### config.mk
export PLATFORM = sky130hd
export DESIGN_NAME = vram_arbiter
export DESIGN_NICKNAME = d
export VERILOG_FILES = /design/src/rtl/video_pkg.sv /design/src/rtl/vram_arbiter.sv
export SDC_FILE = /design/constraint.sdc
export NUM_CORES = 1
export LEC_CHECK = 0
export ABC_CLOCK_PERIOD_IN_PS = 1450
export BUFFER_PORTS_ARGS = -buffer_cell sky130_fd_sc_hd__buf_2
export CAP_MARGIN = 20
export CORE_MARGIN = 8
export CORE_UTILIZATION = 24
export CTS_BUF_LIST = sky130_fd_sc_hd__clkbuf_8 sky130_fd_sc_hd__clkbuf_16
export DETAILED_ROUTE_END_ITERATION = 8
export PLACE_DENSITY = 0.78
export SLEW_MARGIN = 20
export SYNTH_ARGS = -nofsm -noshare
export SYNTH_HDL_FRONTEND = slang
export SYNTH_SLANG_ARGS = --single-unit
### constraint.sdc
create_clock -name sys_clk -period 1.45 [get_ports sys_clk]
set_clock_uncertainty 0.1 [all_clocks]
set_input_delay 0.145 -clock sys_clk [delete_from_list [all_inputs] [get_ports sys_clk]]
set_output_delay 0.145 -clock sys_clk [all_outputs]
set_load 0.01 [all_outputs]
### src/rtl/video_pkg.sv
package video_pkg;

   ////////////////////////////////////////
   // Video memory layout
   ////////////////////////////////////////

   localparam int vram_addr_w = 13;
   localparam int vram_depth = 1 << vram_addr_w;
   localparam int font_base_w = 2;
   localparam logic [vram_addr_w-1:0] text_base = 13'h1e00; // Text rows, one byte per cell.

   localparam int cell_px = 8;
   localparam int cell_w = $clog2(cell_px);

   localparam int pal_entries = 16;
   localparam int pal_idx_w = 4;
   localparam int rgb_w = 16;

   ////////////////////////////////////////
   // CPU register map
   ////////////////////////////////////////

   localparam int axi_addr_w = 8;
   localparam int axi_data_w = 32;
   localparam int reg_idx_w = axi_addr_w - 2; // Byte address divided by 4.

   localparam logic [reg_idx_w-1:0] reg_mem_addr = 6'd0;
   localparam logic [reg_idx_w-1:0] reg_mem_data = 6'd1;
   localparam logic [reg_idx_w-1:0] reg_pal_index = 6'd2;
   localparam logic [reg_idx_w-1:0] reg_pal_data = 6'd3;
   localparam logic [reg_idx_w-1:0] reg_font_base = 6'd4;
   localparam logic [reg_idx_w-1:0] reg_control = 6'd5;

endpackage

### src/rtl/vram_arbiter.sv
`timescale 1ns/1ps

module vram_arbiter (
   input  logic                              sys_clk,
   input  logic                              rst,
   input  logic                              fetch_req,
   input  logic [video_pkg::vram_addr_w-1:0] fetch_addr,
   output logic                              fetch_ack,
   output logic [7:0]                        fetch_rdata,
   input  logic                              cpu_req,
   input  logic                              cpu_we,
   input  logic [video_pkg::vram_addr_w-1:0] cpu_addr,
   input  logic [7:0]                        cpu_wdata,
   output logic                              cpu_ack,
   output logic [7:0]                        cpu_rdata,
   output logic                              ram_en,
   output logic                              ram_we,
   output logic [video_pkg::vram_addr_w-1:0] ram_addr,
   output logic [7:0]                        ram_wdata,
   input  logic [7:0]                        ram_rdata
);

   logic idle;
   logic gnt_fetch;
   logic gnt_cpu;

   // No grant while an ack is out, so each access is grant cycle plus ack cycle.
   assign idle = !fetch_ack && !cpu_ack;
   assign gnt_fetch = idle && fetch_req;
   assign gnt_cpu = idle && !fetch_req && cpu_req; // Fetcher always wins.

   assign ram_en = gnt_fetch || gnt_cpu;
   assign ram_we = gnt_cpu && cpu_we;
   assign ram_addr = gnt_fetch ? fetch_addr : cpu_addr;
   assign ram_wdata = cpu_wdata;

   assign fetch_rdata = fetch_ack ? ram_rdata : 8'h00;
   assign cpu_rdata = cpu_ack ? ram_rdata : 8'h00;

   always_ff @(posedge sys_clk) begin
      if (rst) begin
         fetch_ack <= 1'b0;
         cpu_ack <= 1'b0;
      end else begin
         fetch_ack <= gnt_fetch;
         cpu_ack <= gnt_cpu;
      end
   end

endmodule

# --- Word-level counts from Yosys, hierarchy flattened ---
# Index checks and enable logic that the tools add are counted.
op_classes:
  mux: 3
  reduce_logical: 9
op_table:
  columns: ["cell", "n"]
  rows:
  - ["$mux W8", 2]
  - ["$mux W13", 1]
  - ["$logic_and A1 B1 Y1", 5]
  - ["$logic_not A1 Y1", 3]
  - ["$logic_or A1 B1 Y1", 1]
word_totals:
  register_bits: 2
  input_bits: 47
  output_inout_bits: 41

# --- Longest topological paths before layout ---
# Gate-level depths: netlist (run 1).
logic_depth:
  ltp_word: 5
  ltp_mapped: 3
  mapped_depth_nobuf: 2

# --- Worst setup path before layout (run 1) ---
# OpenSTA, ideal clock, no wires.
synth_path:
  path_type: "reg-to-output"
  from: "register cpu_ack"
  to: "output ram_addr[10] in the netlist's numbering"
  t_arrival_ns: 1.174
  required_time_ns: 1.205
  slack_ns: 0.031
  stages_incl_launch_ff: 4
  n_path_buf: 1
  cell_sequence: "dfxtp_1 > nor3b_4 > buf_6 > mux2_2"
synth_via:
  elab_chain_cells: 4
synth_rtl:
  columns: ["item", "line_no", "source"]
  rows:
  - ["start: declaration", "vram_arbiter.sv:14", "output logic cpu_ack,"]
  - ["start signal: assignment", "vram_arbiter.sv:46", "cpu_ack <= gnt_cpu;"]
  - ["$logic_not A1 Y1", "vram_arbiter.sv:28", "assign idle = !fetch_ack && !cpu_ack;"]
  - ["$logic_and A1 B1 Y1", "vram_arbiter.sv:28", null]
  - ["$logic_and A1 B1 Y1", "vram_arbiter.sv:29", "assign gnt_fetch = idle && fetch_req;"]
  - ["$mux W13", "vram_arbiter.sv:34", "assign ram_addr = gnt_fetch ? fetch_addr : cpu_addr;"]
  - ["end: declaration", "vram_arbiter.sv:18", "output logic [video_pkg::vram_addr_w-1:0] ram_addr,"]
# Every way passes these cells.

# --- Worst setup path in the final report (run 1) ---
layout_path:
  from: "register cpu_ack"
  to: "output ram_addr[12] in the netlist's numbering"
# The elaborated chain is that of the path after synthesis.

==> results.cfg, run 1 <==
[status]
violations = setup timing
status = finished with violations

[hold_path]
hp-class = input pin to flop

[drt]
drt-total-wl_mm = 2.025
drtPass1Iterations = 2
routedWlPerCell_um = 15.34
drt_iter0_markers = 19
vias = 594
viasPerCell = 4.500
drc = 0
ant_nets = 0

[power_and_ir_drop]
intPower_mw = 0.4056
p_comb_share_pct = 49.9
power_switching_share_pct = 27.51
vdd_ir_drop_max_mv = 0.3446
cellLeakagePower_nw = 0.5121
clkPwrFrac_pct = 39.2
p_seq_share_pct = 11.0
switching_power_mw = 0.1539
pwr_density_cell_mw_per_mm2 = 626.4

[clock_network]
ctsHoldBuffers = 0
clock_sinks = 2
clkLatencyLatePin_ns = 0.21
htreeDepth = 1
cts_tree = yes
numCtsBuffers = 3
clk_pin_slew_ns = 0.03
clockBufferDepth = 2
cts_root_buffer = clkbuf_8

[logic_synthesis]
yosys.area_share.simple_pct = 37.28
synth-main-ff-cell = dfxtp_1
synth_compound_area_share_pct = 0
synthDistinctLibCells = 12
yosysWarningCount = 0
netlist_area_um2 = 422.9
syn_area_per_cell_um2 = 8.631
synthMuxAreaShare_pct = 34.62
synth_xor_area_share_pct = 0
synthArstFlopShare_pct = 0
syn-num-nets = 96
synth_common_cells = and2_1 (16), mux2_2 (13), buf_4 (8)
synth_top_family_by_area = simple AND/OR/NAND/NOR gates
yosys.cell_count.top_type = and2_1
synth_fa_ha_area_share_pct = 0
ys_seq_area_share_pct = 9.467
synth_cells = 49
synth_top_area_share_pct = 34.62
synth_area_leaders = mux2_2 (35%), and2_1 (24%), buf_4 (14%)
synth_enable_flop_cells = 0
yosysTopAreaCell = mux2_2
ys_seq_elements = 2

[global_route]
met3_usage_pct = 5.960
use_met1_pct = 9.912
antenna_found_initial = 0
grtUsageTotal_pct = 11.39
first_global_vias = 612
top_usage_layer = met2
grt.overflow.total = 0
grt_pass1_wl_mm = 3.001
grt_max_degree = 14
grt.met2_usage_pct = 21.02

[timing]
fin_crit_sh_pct = 112.6
fin_ws_ns = -0.1821
slew_viol_final = 0
period_needed_ns = 1.632
setup_tns_ns = -2.261
rsz0062_at_grt = true
setup_viol_count_final = 13
slew_headroom_pct = 83.89
max_freq_mhz = 612.7
worstMarginPinSlew_ns = 0.2382
hold_viol_final = 0

[finish]
fillers = 155
drive_gt1_share_pct = 80.87
seq_area_um2 = 41.29
antenna_cells = 0
syn2layout_area_growth_pct = 111.2
nets = 164
instances_no_fill = 132
multiInputGateArea_um2 = 317.8

[setup_path]
critPathSlowestCell = mux2_2
worstPathArrival_ns = 1.39
cpPeakStageDelay_ns = 0.35
worstPathMaxFanout = 13
critPathBufInv = 2
cp-end-kind = output port
r2r_slack_ns = 0.47
crit_family = multiplexers
crit_chain = nor3b_4 > buf_12 > mux2_2 > buf_6
critPathLaunchType = flop
worstSetupPathType = flop to output port
critPathRequiredTime_ns = 1.21

[floorplan]
initial_core_util_pct = 25.04
coreArea_mm2 = 0.001689
die_h_um = 57.98
die_area_mm2 = 0.003361
ios = 88
die_w_um = 57.98
std_cell_rows = 15

[placed_design]
place_congestion = 0.7035
placedCellCount = 129
post-place-ws_ns = 0.03008
dp_hpwl_mm = 1.709
io_buffers = 71

[flow_run]
max_cap_violations = 0
[registers in the layout (all words and copies together), names as in the netlist]
signal and flops:
cpu_ack 1, fetch_ack 1
[layer usage]
metal	routed length [um]	up-vias
li1	-	293
met1	688	251
met2	1027	47
met3	285	3
met4	25	0
met5	0	-
[cell families (layout without fill, tap and decap cells)]
| logic type | Yosys count | count (layout) |
|---|---|---|
| AND/OR/NAND/NOR | 23 | 23 |
| multiplexers | 13 | 13 |
| buffers and inverters | 11 | 77 |
| flip-flops | 2 | 2 |
[cell usage in the layout, fill, tap and decap left out, types with 2 or more instances in the layout]
cell / count
mux2_2: 11
buf_2: 58
buf_4: 2
mux2_4: 2
buf_6: 13
and2_1: 16
clkbuf_8: 3
[metrics by stage]
step	cell area (um^2)	utilization, %	total power, mW	hold WS, ns
final	893.4	52.89	0.5596	0.009925
after CTS	879.6	52.07	0.5638	0.004380
after floorplan	422.9	-	0.1951	0.1221
after global routing	893.4	52.89	0.5987	0.002409
after detailed placement	755.7	44.74	0.2912	0.1901
after global placement	755.7	44.74	0.2846	0.1901
[cell type report]
class                      count  area share, %
tap                           17          2.381
multi-input combinational     36          35.57
clock buffer                   3          4.622
timing repair buffer          74          52.80
sequential                     2          4.622
[repair_timing]
item | CTS | global route
resized for setup | 14 | 3
buffers inserted | 0 | 0
pin swaps | 0 | 0
setup endpoints to repair | 13 | 14
[worst paths after layout]
path,startpoint,endpoint,cells past startpoint
worst min register to register,cpu_ack$_SDFF_PP0_,cpu_ack$_SDFF_PP0_,2
worst max register to register,cpu_ack$_SDFF_PP0_,fetch_ack$_SDFF_PP0_,2
worst min-delay path,rst,cpu_ack$_SDFF_PP0_,2
worst max-delay path,cpu_ack$_SDFF_PP0_,ram_addr[12],4
[power groups by stage]
stage	combinational, mW	sequential, mW	clock, mW
finish	0.279	0.0613	0.219
global route	0.300	0.0618	0.237
CTS	0.275	0.0614	0.227
detailed placement	0.229	0.0619	0
global placement	0.223	0.0617	0
floorplan	0.130	0.0648	0
No activity file was read; power rests on OpenSTA's default activity.
==> run 2: changes to the inputs <==
CELL_PAD_IN_SITES_DETAIL_PLACEMENT = 1   (was not set)
CELL_PAD_IN_SITES_GLOBAL_PLACEMENT = 1   (was not set)
CORE_UTILIZATION = 13   (was 24)
PLACE_DENSITY = 0.77   (was 0.78)
==> run 2 against run 1 <==
Net effect:
- the flow still finishes with violations (setup timing)
- critical path depth stayed put
- setup slack got worse by 0.045 ns
- non-clock buffer count up 1
- maximum frequency down 2.7%
- first-iteration DRC count grew 16%
- hold slack improved by 0.0030 ns
- routed wire length rose by 41%
- total power grew 3.7%
- design area up 7.0%
- clock power hardly changed
- clock-buffer cell count stayed put
- die area rose by 59%
- critical path type unchanged
==> results.cfg, run 2 (synthesis gave the netlist of run 1 again) <==
[status]
status = finished with violations
violations = setup timing

[global_route]
antenna_found_initial = 0
grt_pass1_wl_mm = 3.891
grt_max_degree = 14
grtUsageTotal_pct = 9.748
first_global_vias = 785
grt.overflow.total = 0

[placed_design]
post-place-ws_ns = -0.03326
io_buffers = 71
place_area_um2 = 797.0
dp_hpwl_mm = 2.432
place_congestion = 0.8847

[timing]
worstMarginPinSlew_ns = 0.2393
setup_viol_count_final = 13
whs_ns = 0.01291
max_freq_mhz = 596.3
hold_viol_final = 0
rsz0062_at_grt = true
slew_headroom_pct = 84.03
period_needed_ns = 1.677
setup_tns_ns = -2.690
fin_crit_sh_pct = 115.7
slew_viol_final = 0
fin_ws_ns = -0.2270

[setup_path]
critPathRequiredTime_ns = 1.21
worstSetupPathType = flop to output port
worstPathArrival_ns = 1.43
critPathLaunchType = flop
reg2reg_to = fetch_ack$_SDFF_PP0_
cp-startpoint = cpu_ack$_SDFF_PP0_
worstPathMaxFanout = 3
r2r_start = cpu_ack$_SDFF_PP0_
cp-end-kind = output port
r2r_slack_ns = 0.47
r2r_cells = 2
crit_end = ram_addr[1]

[floorplan]
die_h_um = 73.04
ios = 88
initial_core_util_pct = 13.74
coreArea_mm2 = 0.003078
die_area_mm2 = 0.005334
die_w_um = 73.04
std_cell_rows = 20

[clock_network]
clk_pin_slew_ns = 0.03
clkLatencyLatePin_ns = 0.21
cts_root_buffer = clkbuf_8
clock_sinks = 2
clockBufferDepth = 2
htreeDepth = 1
cts_tree = yes
numCtsBuffers = 3
ctsHoldBuffers = 0
cts_setup_buffers = 0

[power_and_ir_drop]
power_switching_share_pct = 28.66
cellLeakagePower_nw = 0.5476
clkPwrFrac_pct = 37.2
intPower_mw = 0.4139
pwr_density_cell_mw_per_mm2 = 606.9
p_seq_share_pct = 10.7
p_comb_share_pct = 52.1
switching_power_mw = 0.1663
vdd_ir_drop_max_mv = 0.1898

[finish]
final_area_um2 = 955.9
drive_gt1_share_pct = 81.90
nets = 165
final_common_cell = buf_2
layout_common_cells = buf_2 (61), and2_1 (16), mux2_4 (10), buf_6 (10)
syn2layout_area_growth_pct = 126.0
antenna_cells = 0
top_regs = cpu_ack (1), fetch_ack (1)

[hold_path]
hp-start = rst
hp-class = input pin to flop

[drt]
top_layer = met4
drt_iter0_markers = 22
ant_nets = 0
drt-total-wl_mm = 2.859
vias = 652
routedLengthMet1_um = 935
wl_met3_um = 569
drc = 0
drtPass1Iterations = 3
wl_met2_mm = 1.294
viasPerCell = 4.075
routedWlPerCell_um = 17.87

[flow_run]
max_cap_violations = 0
## run 2: changes by cell type in the layout (fill, tap and decap cells not counted), sizes merged
cell | before | now
buf | 74 | 75
## run 2: worst min-delay path by stage
| stage | endpoint | slack (ns) | depth (start not counted) |
|---|---|---|---|
| after floorplan | cpu_ack$_SDFF_PP0_ | 0.12 | 1 |
| after global placement | ram_wdata[5] | 0.19 | 0 |
| after detailed placement | ram_wdata[5] | 0.19 | 0 |
| after CTS | cpu_ack$_SDFF_PP0_ | 0.009 | 2 |
| after global routing | fetch_ack$_SDFF_PP0_ | 0.01 | 2 |
| final | fetch_ack$_SDFF_PP0_ | 0.01 | 2 |
## run 2: power by group through the flow
stage / Sequential, mW / Clock, mW / Combinational, mW
global route: 0.0623 / 0.228 / 0.323
detailed placement: 0.0621 / 0 / 0.245
floorplan: 0.0648 / 0 / 0.130
CTS: 0.0617 / 0.223 / 0.282
finish: 0.0621 / 0.216 / 0.302
global placement: 0.0617 / 0 / 0.235
## run 2: cell type report
| type | instances | area [um^2] |
|---|---|---|
| Fill cell | 382 | 2122 |
| Timing Repair Buffer | 75 | 460.4 |
| Multi-Input combinational cell | 36 | 356.6 |
| Tap cell | 44 | 55.05 |
| Sequential cell | 2 | 42.54 |
| Clock buffer | 3 | 41.29 |
## run 2: routing by layer
layer,up-vias,GRT usage [%]
li1,294,-
met1,283,7.651
met2,71,17.28
met3,4,7.418
met4,0,4.667
met5,-,0
## run 2: through the flow
step	utilization [%]	instances	power, mW
after floorplan	-	49	0.1951
after global placement	25.89	157	0.2971
after detailed placement	25.89	157	0.3067
after CTS	29.51	160	0.5670
after global routing	31.06	160	0.6139
final	31.06	160	0.5801
## run 2: worst max-delay path, stage by stage (launching register included)
cell and delay (ns):
dfxtp_2 0.32, nor3b_4 0.27, buf_4 0.17, mux2_2 0.32, buf_2 0.14
## run 2: repair_timing
| item | in CTS | in global routing |
|---|---|---|
| endpoints found under the setup margin | 14 | 14 |
| pin swaps | 0 | 0 |
| resized for setup | 12 | 12 |
