==> src/rtl/video_pkg.sv <==
package video_pkg;

   ////////////////////////////////////////
   // Video memory layout
   ////////////////////////////////////////

   localparam int vram_addr_w = 13;
   localparam int vram_depth = 1 << vram_addr_w;
   localparam int font_base_w = 2;
   localparam logic [vram_addr_w-1:0] text_base = 13'h1e00; // Text rows, one byte per cell.

   localparam int cell_px = 8;
   localparam int cell_w = $clog2(cell_px);

   localparam int pal_entries = 16;
   localparam int pal_idx_w = 4;
   localparam int rgb_w = 16;

   ////////////////////////////////////////
   // CPU register map
   ////////////////////////////////////////

   localparam int axi_addr_w = 8;
   localparam int axi_data_w = 32;
   localparam int reg_idx_w = axi_addr_w - 2; // Byte address divided by 4.

   localparam logic [reg_idx_w-1:0] reg_mem_addr = 6'd0;
   localparam logic [reg_idx_w-1:0] reg_mem_data = 6'd1;
   localparam logic [reg_idx_w-1:0] reg_pal_index = 6'd2;
   localparam logic [reg_idx_w-1:0] reg_pal_data = 6'd3;
   localparam logic [reg_idx_w-1:0] reg_font_base = 6'd4;
   localparam logic [reg_idx_w-1:0] reg_control = 6'd5;

endpackage

==> src/rtl/cpu_regs.sv <==
`timescale 1ns/1ps

module cpu_regs (
   input  logic                                 sys_clk,
   input  logic                                 rst,
   input  logic                                 awvalid,
   input  logic [video_pkg::axi_addr_w-1:0]     awaddr,
   input  logic                                 wvalid,
   input  logic [video_pkg::axi_data_w-1:0]     wdata,
   input  logic                                 bready,
   output logic                                 awready,
   output logic                                 wready,
   output logic                                 bvalid,
   output logic [1:0]                           bresp,
   input  logic                                 arvalid,
   input  logic [video_pkg::axi_addr_w-1:0]     araddr,
   input  logic                                 rready,
   output logic                                 arready,
   output logic                                 rvalid,
   output logic [video_pkg::axi_data_w-1:0]     rdata,
   output logic [1:0]                           rresp,
   output logic                                 cpu_req,
   output logic                                 cpu_we,
   output logic [video_pkg::vram_addr_w-1:0]    cpu_addr,
   output logic [7:0]                           cpu_wdata,
   input  logic                                 cpu_ack,
   input  logic [7:0]                           cpu_rdata,
   output logic                                 pal_we,
   output logic [video_pkg::pal_idx_w-1:0]      pal_idx,
   output logic [video_pkg::rgb_w-1:0]          pal_rgb,
   output logic [video_pkg::font_base_w-1:0]    font_base,
   output logic                                 display_en
);
   import video_pkg::*;

   logic [vram_addr_w-1:0] mem_ptr;
   logic [7:0] pal_lo;
   logic pal_hi;
   logic wr_go;
   logic rd_go;
   logic [reg_idx_w-1:0] wr_reg;
   logic [reg_idx_w-1:0] rd_reg;

   // One transaction at a time; a pending memory access or response blocks both channels.
   assign wr_go = awvalid && wvalid && !cpu_req && !bvalid && !rvalid;
   assign rd_go = arvalid && !wr_go && !cpu_req && !bvalid && !rvalid;
   assign awready = wr_go;
   assign wready = wr_go;
   assign arready = rd_go;
   assign wr_reg = awaddr[axi_addr_w-1:2];
   assign rd_reg = araddr[axi_addr_w-1:2];
   assign bresp = 2'b00;
   assign rresp = 2'b00;
   assign cpu_addr = mem_ptr; // The pointer only moves on cpu_ack.

   always_ff @(posedge sys_clk) begin
      pal_we <= 1'b0;
      if (rst) begin
         bvalid <= 1'b0;
         rvalid <= 1'b0;
         cpu_req <= 1'b0;
         mem_ptr <= '0;
         pal_idx <= '0;
         pal_hi <= 1'b0;
         font_base <= '0;
         display_en <= 1'b0;
      end else begin
         if (bvalid && bready) begin
            bvalid <= 1'b0;
         end
         if (rvalid && rready) begin
            rvalid <= 1'b0;
         end
         if (pal_we) begin
            pal_idx <= pal_idx + 1'b1; // Index steps after each committed entry.
         end

         if (cpu_ack) begin
            cpu_req <= 1'b0;
            mem_ptr <= mem_ptr + 1'b1;
            if (cpu_we) begin
               bvalid <= 1'b1;
            end else begin
               rvalid <= 1'b1;
               rdata <= axi_data_w'(cpu_rdata);
            end
         end

         if (wr_go) begin
            case (wr_reg)
               reg_mem_addr: mem_ptr <= wdata[vram_addr_w-1:0];
               reg_mem_data: begin
                  cpu_req <= 1'b1;
                  cpu_we <= 1'b1;
                  cpu_wdata <= wdata[7:0];
               end
               reg_pal_index: begin
                  pal_idx <= wdata[pal_idx_w-1:0];
                  pal_hi <= 1'b0;
               end
               reg_pal_data: begin
                  if (pal_hi) begin
                     pal_we <= 1'b1;
                     pal_rgb <= {wdata[7:0], pal_lo};
                  end else begin
                     pal_lo <= wdata[7:0];
                  end
                  pal_hi <= !pal_hi;
               end
               reg_font_base: font_base <= wdata[font_base_w-1:0];
               reg_control: display_en <= wdata[0];
               default: ;
            endcase
            if (wr_reg != reg_mem_data) begin
               bvalid <= 1'b1;
            end
         end

         if (rd_go) begin
            if (rd_reg == reg_mem_data) begin
               cpu_req <= 1'b1;
               cpu_we <= 1'b0;
            end else begin
               rvalid <= 1'b1;
               case (rd_reg)
                  reg_mem_addr: rdata <= axi_data_w'(mem_ptr);
                  reg_pal_index: rdata <= axi_data_w'(pal_idx);
                  reg_font_base: rdata <= axi_data_w'(font_base);
                  reg_control: rdata <= axi_data_w'(display_en);
                  default: rdata <= '0;
               endcase
            end
         end
      end
   end

endmodule

==> config.mk <==
export PLATFORM = sky130hd
export DESIGN_NAME = cpu_regs
export DESIGN_NICKNAME = d
export VERILOG_FILES = /design/src/rtl/video_pkg.sv /design/src/rtl/cpu_regs.sv
export SDC_FILE = /design/constraint.sdc
export NUM_CORES = 1
export LEC_CHECK = 0
export CORE_UTILIZATION = 40
export CTS_CLUSTER_SIZE = 16
export DETAILED_ROUTE_END_ITERATION = 10
export DONT_BUFFER_PORTS = 1
export SETUP_SLACK_MARGIN = 0.1
export SLEW_MARGIN = 20
export SYNTH_ARGS = -nofsm -noshare
export SYNTH_HDL_FRONTEND = slang
export SYNTH_SLANG_ARGS = --single-unit
==> constraint.sdc <==
create_clock -name sys_clk -period 7.5 [get_ports sys_clk]
set_input_delay 0.75 -clock sys_clk [delete_from_list [all_inputs] [get_ports sys_clk]]
set_output_delay 0.75 -clock sys_clk [all_outputs]
set_load 0.02 [all_outputs]
# Word level (Yosys, flattened, before mapping)
# Cells that the tools add are included.
[classes]
n_bitwise = 4
addsub = 2
eq_ne = 10
reduce_logical = 25
n_mux = 32
[ops]
columns = ["cell", "count"]
rows = [
  ["$mux W32", 4],
  ["$pmux W13 S4", 1],
  ["$mux W13", 3],
  ["$eq A6 B3 Y1 const B", 4],
  ["$mux W1", 20],
  ["$eq A6 B2 Y1 const B", 3],
  ["$add A13 B1 Y13 const B", 1],
  ["$eq A6 B1 Y1 const B", 2],
  ["$logic_not A6 Y1", 2],
  ["$mux W4", 3],
  ["$logic_and A1 B1 Y1", 10],
  ["$reduce_and A4 Y1", 2],
  ["$ne A6 B1 Y1 const B", 1],
  ["$reduce_and A2 Y1", 3],
  ["$logic_not A1 Y1", 5],
  ["$add A4 B1 Y4 const B", 1],
  ["$not A1 Y1", 4],
  ["$reduce_and A3 Y1", 1],
  ["$reduce_or A3 Y1", 1],
  ["$pmux W1 S2", 1],
  ["$reduce_bool A2 Y1", 1],
]
[totals]
output_inout_bits = 88
regBits = 90
input_bits = 64
wordCells = 87

# Logic depth before layout (Yosys ltp)
# Gate-level depths: netlist (run 1).
[logic_depth]
ltp_word = 10
depth_mapped = 6
ltp_nobuf = 5

# Worst setup path after synthesis (run 1)
# No wires, ideal clock.
[synth_path]
kind = "input to register"
start = "in awaddr[5] in the netlist's numbering"
end = "reg pal_rgb[0] in the netlist's numbering, enable pin"
cell_stages = 3
t_required_ps = 7069
slack_ps = 4096
path_buffers = 0
arrival_time_ps = 2973
cell_sequence = "nor4b_1 -> nand3_1 -> nor4bb_1"
[synth_between]
elab_chain_cells = 2
[synth_rtl]
columns = ["item", "line", "rtl"]
rows = [
  ["from (decl)", "cpu_regs.sv:7", "input logic [video_pkg::axi_addr_w-1:0] awaddr,"],
  ["$eq A6 B2 Y1", "cpu_regs.sv:90", "case (wr_reg)"],
  ["$reduce_and A4 Y1 (no source line)", "-", ""],
  ["to (signal assigned)", "cpu_regs.sv:104", "pal_rgb <= {wdata[7:0], pal_lo};"],
  ["to (decl)", "cpu_regs.sv:30", "output logic [video_pkg::rgb_w-1:0] pal_rgb,"],
]
# Every way passes these cells.
# A chain may end at the register's enable or synchronous reset.

# Worst setup path in the final report (run 1)
[layout_path]
start = "reg cpu_req"
end = "out wready"
[layout_between]
elab_chain_cells = 4
[layout_rtl]
columns = ["item", "line", "rtl"]
rows = [
  ["from (decl)", "cpu_regs.sv:22", "output logic cpu_req,"],
  ["from (signal assigned)", "cpu_regs.sv:61", "cpu_req <= 1'b0;"],
  ["from (signal assigned)", "cpu_regs.sv:79", "cpu_req <= 1'b0;"],
  ["from (signal assigned)", "cpu_regs.sv:93", "cpu_req <= 1'b1;"],
  ["$logic_not A1 Y1", "cpu_regs.sv:45", "assign wr_go = awvalid && wvalid && !cpu_req && !bvalid && !rvalid;"],
  ["$logic_and A1 B1 Y1 (3 in a row)", "cpu_regs.sv:45", ""],
  ["to (decl)", "cpu_regs.sv:12", "output logic wready,"],
]
# Every way passes these cells.

==> summary.txt, run 1 <==
Synthesis
  • Ranking of synthesized cells by area: edfxtp_1 (52%), dfxtp_1 (13%), mux2i_1 (4.8%)
  • Synth warn: 0
  • Post-synthesis cell count: 279
  • Synth top area share: 51.8%
  • EDFF count, synth: 65
  • Top FF cell, synth: edfxtp_1
  • Syn Area/Cell: 13.5 um^2
  • Leading area contributor after synthesis: edfxtp_1
  • Number of distinct library cells after synthesis: 45
  • Sequential fraction of the synthesis area: between 60 and 70%
  • Mapped Area: between 3000 and 4000 um^2
  • Synthesis-stage register bit count: 90
  • Ys async rst share: 0%

Final layout
  • Finished Cell Area: a little over 4000 um^2
  • Layout net count: 345
  • Area grow syn2layout: 8.10%
  • Post-Layout Cell Count: around 390
  • Diode count: 0
  • Ratio of cells with drive above 1 in the final layout: 8.48%
  • Final Util: 44.3%

STA
  • Tightest Pin Transition: approximately 1.0 ns
  • Max Slew Vio Count: 0
  • Max-Slew Margin vs Limit: a little under a third
  • Unrepaired setup endpoints after global routing: false
  • Final min period: about 2.5 ns
  • Fin crit share: 33.9%
  • Clk_skew: 0.0118 ns
  • Achievable Freq: just under 0.4 GHz
  • Final TNS setup: 0 ns
  • Final hold vios: 0
  • # setup viols final: 0

Floorplan
  • Core ar.: between 9000 and 10000 um^2
  • Die width: 99.1 um
  • Std-Cell Rows: 35
  • I/O pin count: around 150
  • Starting Density: around 40%
  • Die height: 99.1 um
  • Die area: slightly below 10000 um^2

Critical path
  • Arr. time, crit path: 1.79 ns
  • Worst setup SP type: flip-flop
  • CP startpoint: cpu_req$_SDFF_PP0_
  • Worst r2r src: cpu_req$_SDFF_PP0_
  • Crit. End Element: output port
  • Critical path class: flip-flop to output port
  • WP data required: around 6.8 ns
  • Worst-path maximum fanout: 4

Power and ir drop
  • Switching share of power: ~22%
  • Total power: between 0.9 and 1 mW
  • Clock power share: 35.4%
  • Comb power frac: 4.6%
  • Internal Pwr Total: 0.759 mW
  • Reg power frac: between 60% and 70%
  • Sw power: between 0.2 and 0.25 mW
  • Pwr Density: 240 nW/um^2
  • Lkg Pwr: 1.40 nW
  • VDD IR-drop max: around 100 uV

CTS
  • Post-cts hold buffer count: 0
  • TritonCTS clock tree: built
  • Postcts setup bufs: 0
  • Root Buffer: clkbuf_8
  • Bufs on Longest Clock Path: 2
  • Clock Sink Count: 90
  • Clk slew on worst S/H paths: 0.08 ns
  • CTS Buf Count: 9
  • Resized Gates After CTS: 0
  • Worst skew pair latency: between 0.3 and 0.4 ns
  • H-tree levels: 3

Detailed routing
  • Routed WL: a little under 8000 um
  • 1st-iter DRT viols: between 40 and 50
  • Vias: about 2200
  • Antenna viol nets, final: 0
  • DRC: 0
  • DR vias/cell: 5.60
  • Drt first pass iters: 4
  • Per-cell routed wire length: roughly 20 um

Global route
  • Antenna violations before repair: 0
  • First-pass GRT wire length: 11800 um
  • Gr usage total: 15.9%
  • Number of global-route vias before repair: ~2100
  • Largest net degree at the start of global routing: 39
  • Remaining Overflow, GRT: 0

Placement
  • Port bufs: 0
  • GPL Wtd Cong: between 0.7 and 0.8
  • DP HPWL: 5440 um
  • Cell area after placement: 3850 um^2
  • Placed insts: around 380

Worst hold path
  • Hold Startpoint: pal_lo[5]$_DFFE_PP_
  • Worst min path class: flip-flop to flip-flop

Outcome
  • Outcome: finished clean

Run
  • # Max-Cap Violations: 0
## per-stage QoR
step	hold WS (ns)	setup WS, ns
floorplan	0.400	4.10
global placement	0.402	4.65
detailed placement	0.405	4.62
CTS	0.424	4.87
global route	0.428	4.74
finish	0.423	4.96
## kinds of logic after synthesis
kind of cell	share of synthesized area, %
other	0.0995
DFF	65.1
AOI/OAI and AO/OA	8.23
xor gates and xnor gates	3.49
buffers and inverters	2.89
adders and majority gates	0.664
muxes	5.38
and+or+nand+nor	14.2
## routing by layer
layer,routed length [um],track usage [%],share of wire [%],vias to the layer above
li1,-,-,-,1043
met1,3350,19.3,43,1080
met2,3630,25.2,47,76
met3,635,7.59,8.2,8
met4,93,4.86,1.2,0
met5,0,0,0,-
## worst max-delay path: stages, from the launching register on
cell and delay [ns]:
dfxtp_1 0.41, or3_1 0.43, nor2_1 0.60
## cell usage after synthesis, types with 3 or more instances
| cell type | n |
|---|---|
| edfxtp_1 | 65 |
| dfxtp_1 | 25 |
| and2_1 | 19 |
| mux2i_1 | 18 |
| nor2_1 | 12 |
| a21oi_1 | 11 |
| xor2_1 | 11 |
| o21ai_0 | 10 |
| a211oi_1 | 9 |
| clkbuf_1 | 9 |
| nand2_1 | 9 |
| nand3_1 | 7 |
| nand4_1 | 6 |
| a22o_1 | 5 |
| buf_4 | 5 |
| nor3_1 | 5 |
| inv_1 | 4 |
| o2bb2ai_1 | 4 |
| xnor2_1 | 4 |
| and3_1 | 3 |
| and4_1 | 3 |
| nand2b_1 | 3 |
| nor4_1 | 3 |
## area by class of cell
| class | count | area, um^2 |
|---|---|---|
| fillers | 873 | 5120 |
| flip-flops and latches | 90 | 2450 |
| clock buffers | 12 | 135 |
| multi-input cells | 172 | 1250 |
| well taps | 111 | 139 |
| repair buffers | 2 | 18.8 |
| clock inverters | 3 | 65.1 |
| inverters | 4 | 15.0 |
## layout by cell type, fill, tap and decap left out, drive strengths merged, types with 9 or more instances in the layout
| cell type | netlist | routed |
|---|---|---|
| edfxtp | 65 | 65 |
| dfxtp | 25 | 25 |
| and2 | 19 | 19 |
| mux2i | 18 | 18 |
| nor2 | 12 | 12 |
| clkbuf | 9 | 12 |
| a21oi | 11 | 11 |
| xor2 | 11 | 11 |
| o21ai | 11 | 11 |
| nand2 | 9 | 9 |
| a211oi | 9 | 9 |
## worst paths after layout
path                                              end  slack, ns  depth (start not counted)
worst min register to register   pal_rgb[5]$_DFFE_PP_       0.42                          0
worst max-delay path                           wready       4.96                          2
worst max register to register  pal_rgb[14]$_DFFE_PP_       5.13                          4
worst min-delay path             pal_rgb[5]$_DFFE_PP_       0.42                          0
## power by group through the flow
stage	Clock, mW	Sequential, mW	Combinational [mW]
floorplan	0	0.594	0.0452
global placement	0	0.598	0.0444
detailed placement	0	0.599	0.0454
CTS	0.356	0.587	0.0454
global route	0.375	0.589	0.0511
finish	0.346	0.587	0.0448
## registers in the layout, summed over array words and instances, names as in the netlist
name and count:
pal_rgb 16, pal_hi 1, rvalid 1, pal_we 1, display_en 1, cpu_wdata 8
pal_lo 8, font_base 2, rdata 32, cpu_we 1, bvalid 1, pal_idx 4
cpu_req 1, cpu_addr 13
No activity file was read; power rests on OpenSTA's default activity.
==> run 2, diff against run 1 <==
Clock period 7.5 ns to 2.2 ns, I/O delays scaled along.
==> summary.txt, run 2 (same netlist as run 1, synthesis figures left out) <==
CTS
  • Postcts setup bufs: 0 (unchanged)
  • Bufs on Longest Clock Path: 2 (unchanged)
  • Clock Sink Count: 90 (unchanged)
  • Worst skew pair latency: 0.35 ns (about the same)
  • Root Buffer: clkbuf_8
  • TritonCTS clock tree: built
  • Clk slew on worst S/H paths: 0.08 ns (about the same)
  • H-tree levels: 3 (unchanged)
  • CTS Buf Count: 9 (unchanged)

Global route
  • Remaining Overflow, GRT: 0 (unchanged)
  • Antenna violations before repair: 0 (unchanged)
  • Gr usage total: 16.9% (+0.94 points)
  • Global Route met2 Usage: 25.6% (+0.38 points)
  • Met3 Track Usage GR: 6.74% (-0.85 points)
  • Busiest grt layer: met2
  • Largest net degree at the start of global routing: 27 (-31%)
  • Number of global-route vias before repair: 2199 (+3.5%)
  • Met1 usage in global routing: 21.9% (+2.6 points)
  • First-pass GRT wire length: 12400 um (+5.7%)

Floorplan
  • Starting Density: 41.0% (unchanged)
  • I/O pin count: 152 (unchanged)
  • Std-Cell Rows: 35 (unchanged)
  • Die width: 99.1 um (unchanged)
  • Die area: 9810 um^2 (unchanged)
  • Die height: 99.1 um (unchanged)
  • Core ar.: 9200 um^2 (unchanged)

Final layout
  • Largest Register: rdata
  • Largest register FFs: 32 (unchanged)
  • Post-Layout Cell Count: 416 (+5.6%)
  • Most common cell after layout, fill and taps aside: edfxtp_1
  • Most frequent cells in the layout: edfxtp_1 (65), dfxtp_1 (25), and2_1 (19), mux2i_1 (18), nor2_1 (12)
  • Ratio of cells with drive above 1 in the final layout: 12.8% (+4.3 points)
  • Layout net count: 366 (+6.1%)
  • Area grow syn2layout: 13.3%
  • Filler cells: 829 (-5.0%)
  • Diode count: 0 (unchanged)

Detailed routing
  • Drt first pass iters: 4 (unchanged)
  • 1st-iter DRT viols: 62 (+41%)
  • Antenna viol nets, final: 0 (unchanged)
  • Routed WL: 8070 um (+4.7%)
  • DR vias/cell: 5.59 (-0.27%)
  • Per-cell routed wire length: 19.4 um (-0.81%)
  • Vias: 2324 (+5.3%)
  • DRC: 0 (unchanged)

Power and ir drop
  • Pwr Density: 774 nW/um^2 (+220%)
  • VDD IR-drop max: 385 uV (+280%)
  • Lkg Pwr: 1.50 nW (+7.3%)

STA
  • WHS: 0.0205 ns (-0.402 ns)
  • Unrepaired setup endpoints after global routing: false
  • Clk_skew: 0.0103 ns (-0.00154 ns)
  • Final TNS setup: 0 ns (unchanged)
  • Tightest Pin Transition: 0.673 ns (-0.354 ns)
  • Max Slew Vio Count: 0 (unchanged)
  • Fin crit share: approximately 90%
  • Achievable Freq: 0.519 GHz
  • Final hold vios: 0 (unchanged)
  • Max-Slew Margin vs Limit: 55.1% (+24 points)
  • # setup viols final: 0 (unchanged)
  • Final min period: 1.93 ns

Worst hold path
  • Worst min path class: primary input to flip-flop

Critical path
  • CP Cell Sequence: nor3_2, nand3_1, buf_4, or3b_2, a21oi_1
  • Worst-path maximum fanout: 7 (+3)
  • Arr. time, crit path: 2.20 ns (+0.41 ns)
  • Critical path class: flip-flop to flip-flop
  • Crit. End Element: flip-flop
  • Worst setup SP type: flip-flop
  • Critical path's slowest cell: or3b_2
  • WP data required: 2.48 ns (-4.27 ns)
  • Crit path largest cell delay: 0.46 ns (-0.14 ns)

Run
  • # Max-Cap Violations: 0 (unchanged)

Placement
  • Placed insts: 390 (+3.2%)
  • DP HPWL: 5540 um (+1.9%)
  • Port bufs: 0 (unchanged)
  • GPL Wtd Cong: 0.759 (+4.7%)

Outcome
  • Outcome: finished clean
==> run 2: cell types whose count changed in the layout (fill, tap and decap cells not counted), moves of 2 or more <==
| cell | before | now |
|---|---|---|
| buf_12 | 0 | 2 |
| dlygate4sd3_1 | 0 | 10 |
| clkinv_4 | 0 | 2 |
| buf_4 | 1 | 11 |
| clkbuf_1 | 3 | 0 |
| clkinv_1 | 0 | 2 |
==> run 2: critical path: cells and delay by family, from the launching register on <==
family	cells	cell delay, ns
AND/OR/NAND/NOR	3	1.07
buffers and inverters	1	0.23
flip-flops	1	0.41
AO/OA/AOI/OAI	1	0.14
==> run 2: metal layers <==
layer / share of wire (%) / wire length [um]
met1: 43 / 3450
met2: 47 / 3800
met3: 8.6 / 697
met4: 1.4 / 117
met5: 0 / 0
==> run 2: path summary, 6_finish.rpt <==
kind | slack (ns) | cells past startpoint | startpoint | endpoint
worst max-delay path | 0.27 | 5 | cpu_req$_SDFF_PP0_ | pal_hi$_SDFFE_PP0P_
worst min-delay path | 0.02 | 2 | wdata[1] | font_base[1]$_SDFFE_PP0P_
worst max register to register | 0.27 | 5 | cpu_req$_SDFF_PP0_ | pal_hi$_SDFFE_PP0P_
worst min register to register | 0.42 | 0 | pal_lo[2]$_DFFE_PP_ | pal_rgb[2]$_DFFE_PP_
==> run 2: area by class of cell <==
type | instances | area [um^2] | area share, %
flip-flops and latches | 90 | 2450 | 57.4
multi-input cells | 172 | 1250 | 29.3
repair buffers | 23 | 223 | 5.21
well taps | 111 | 139 | 3.25
clock buffers | 9 | 124 | 2.90
clock inverters | 7 | 68.8 | 1.61
inverters | 4 | 15.0 | 0.351
==> run 2: what timing repair did <==
action                                  in CTS  in global routing
hold buffers                                 9                  1
endpoints found under the setup margin       0                 10
gates resized for setup                      0                  2
hold endpoints to repair                    41                  1
==> run 2: through the flow <==
step | utilization [%] | power [mW] | worst slack, ns | area [um^2]
after global placement | 43.2 | 2.20 | 0.265 | 3970
after CTS | 46.2 | 3.34 | 0.181 | 4250
final | 46.4 | 3.30 | 0.272 | 4270
after detailed placement | 43.2 | 2.21 | 0.215 | 3970
after global routing | 46.4 | 3.43 | 0.121 | 4270
after floorplan | - | 2.18 | 0.0946 | 3800
==> run 2: power breakdown <==
group,switching (mW),internal (mW),total (mW)
Combinational,0.103,0.0891,0.192
Clock,0.590,0.524,1.11
Sequential,0.112,1.89,2.00
Total,0.805,2.50,3.30
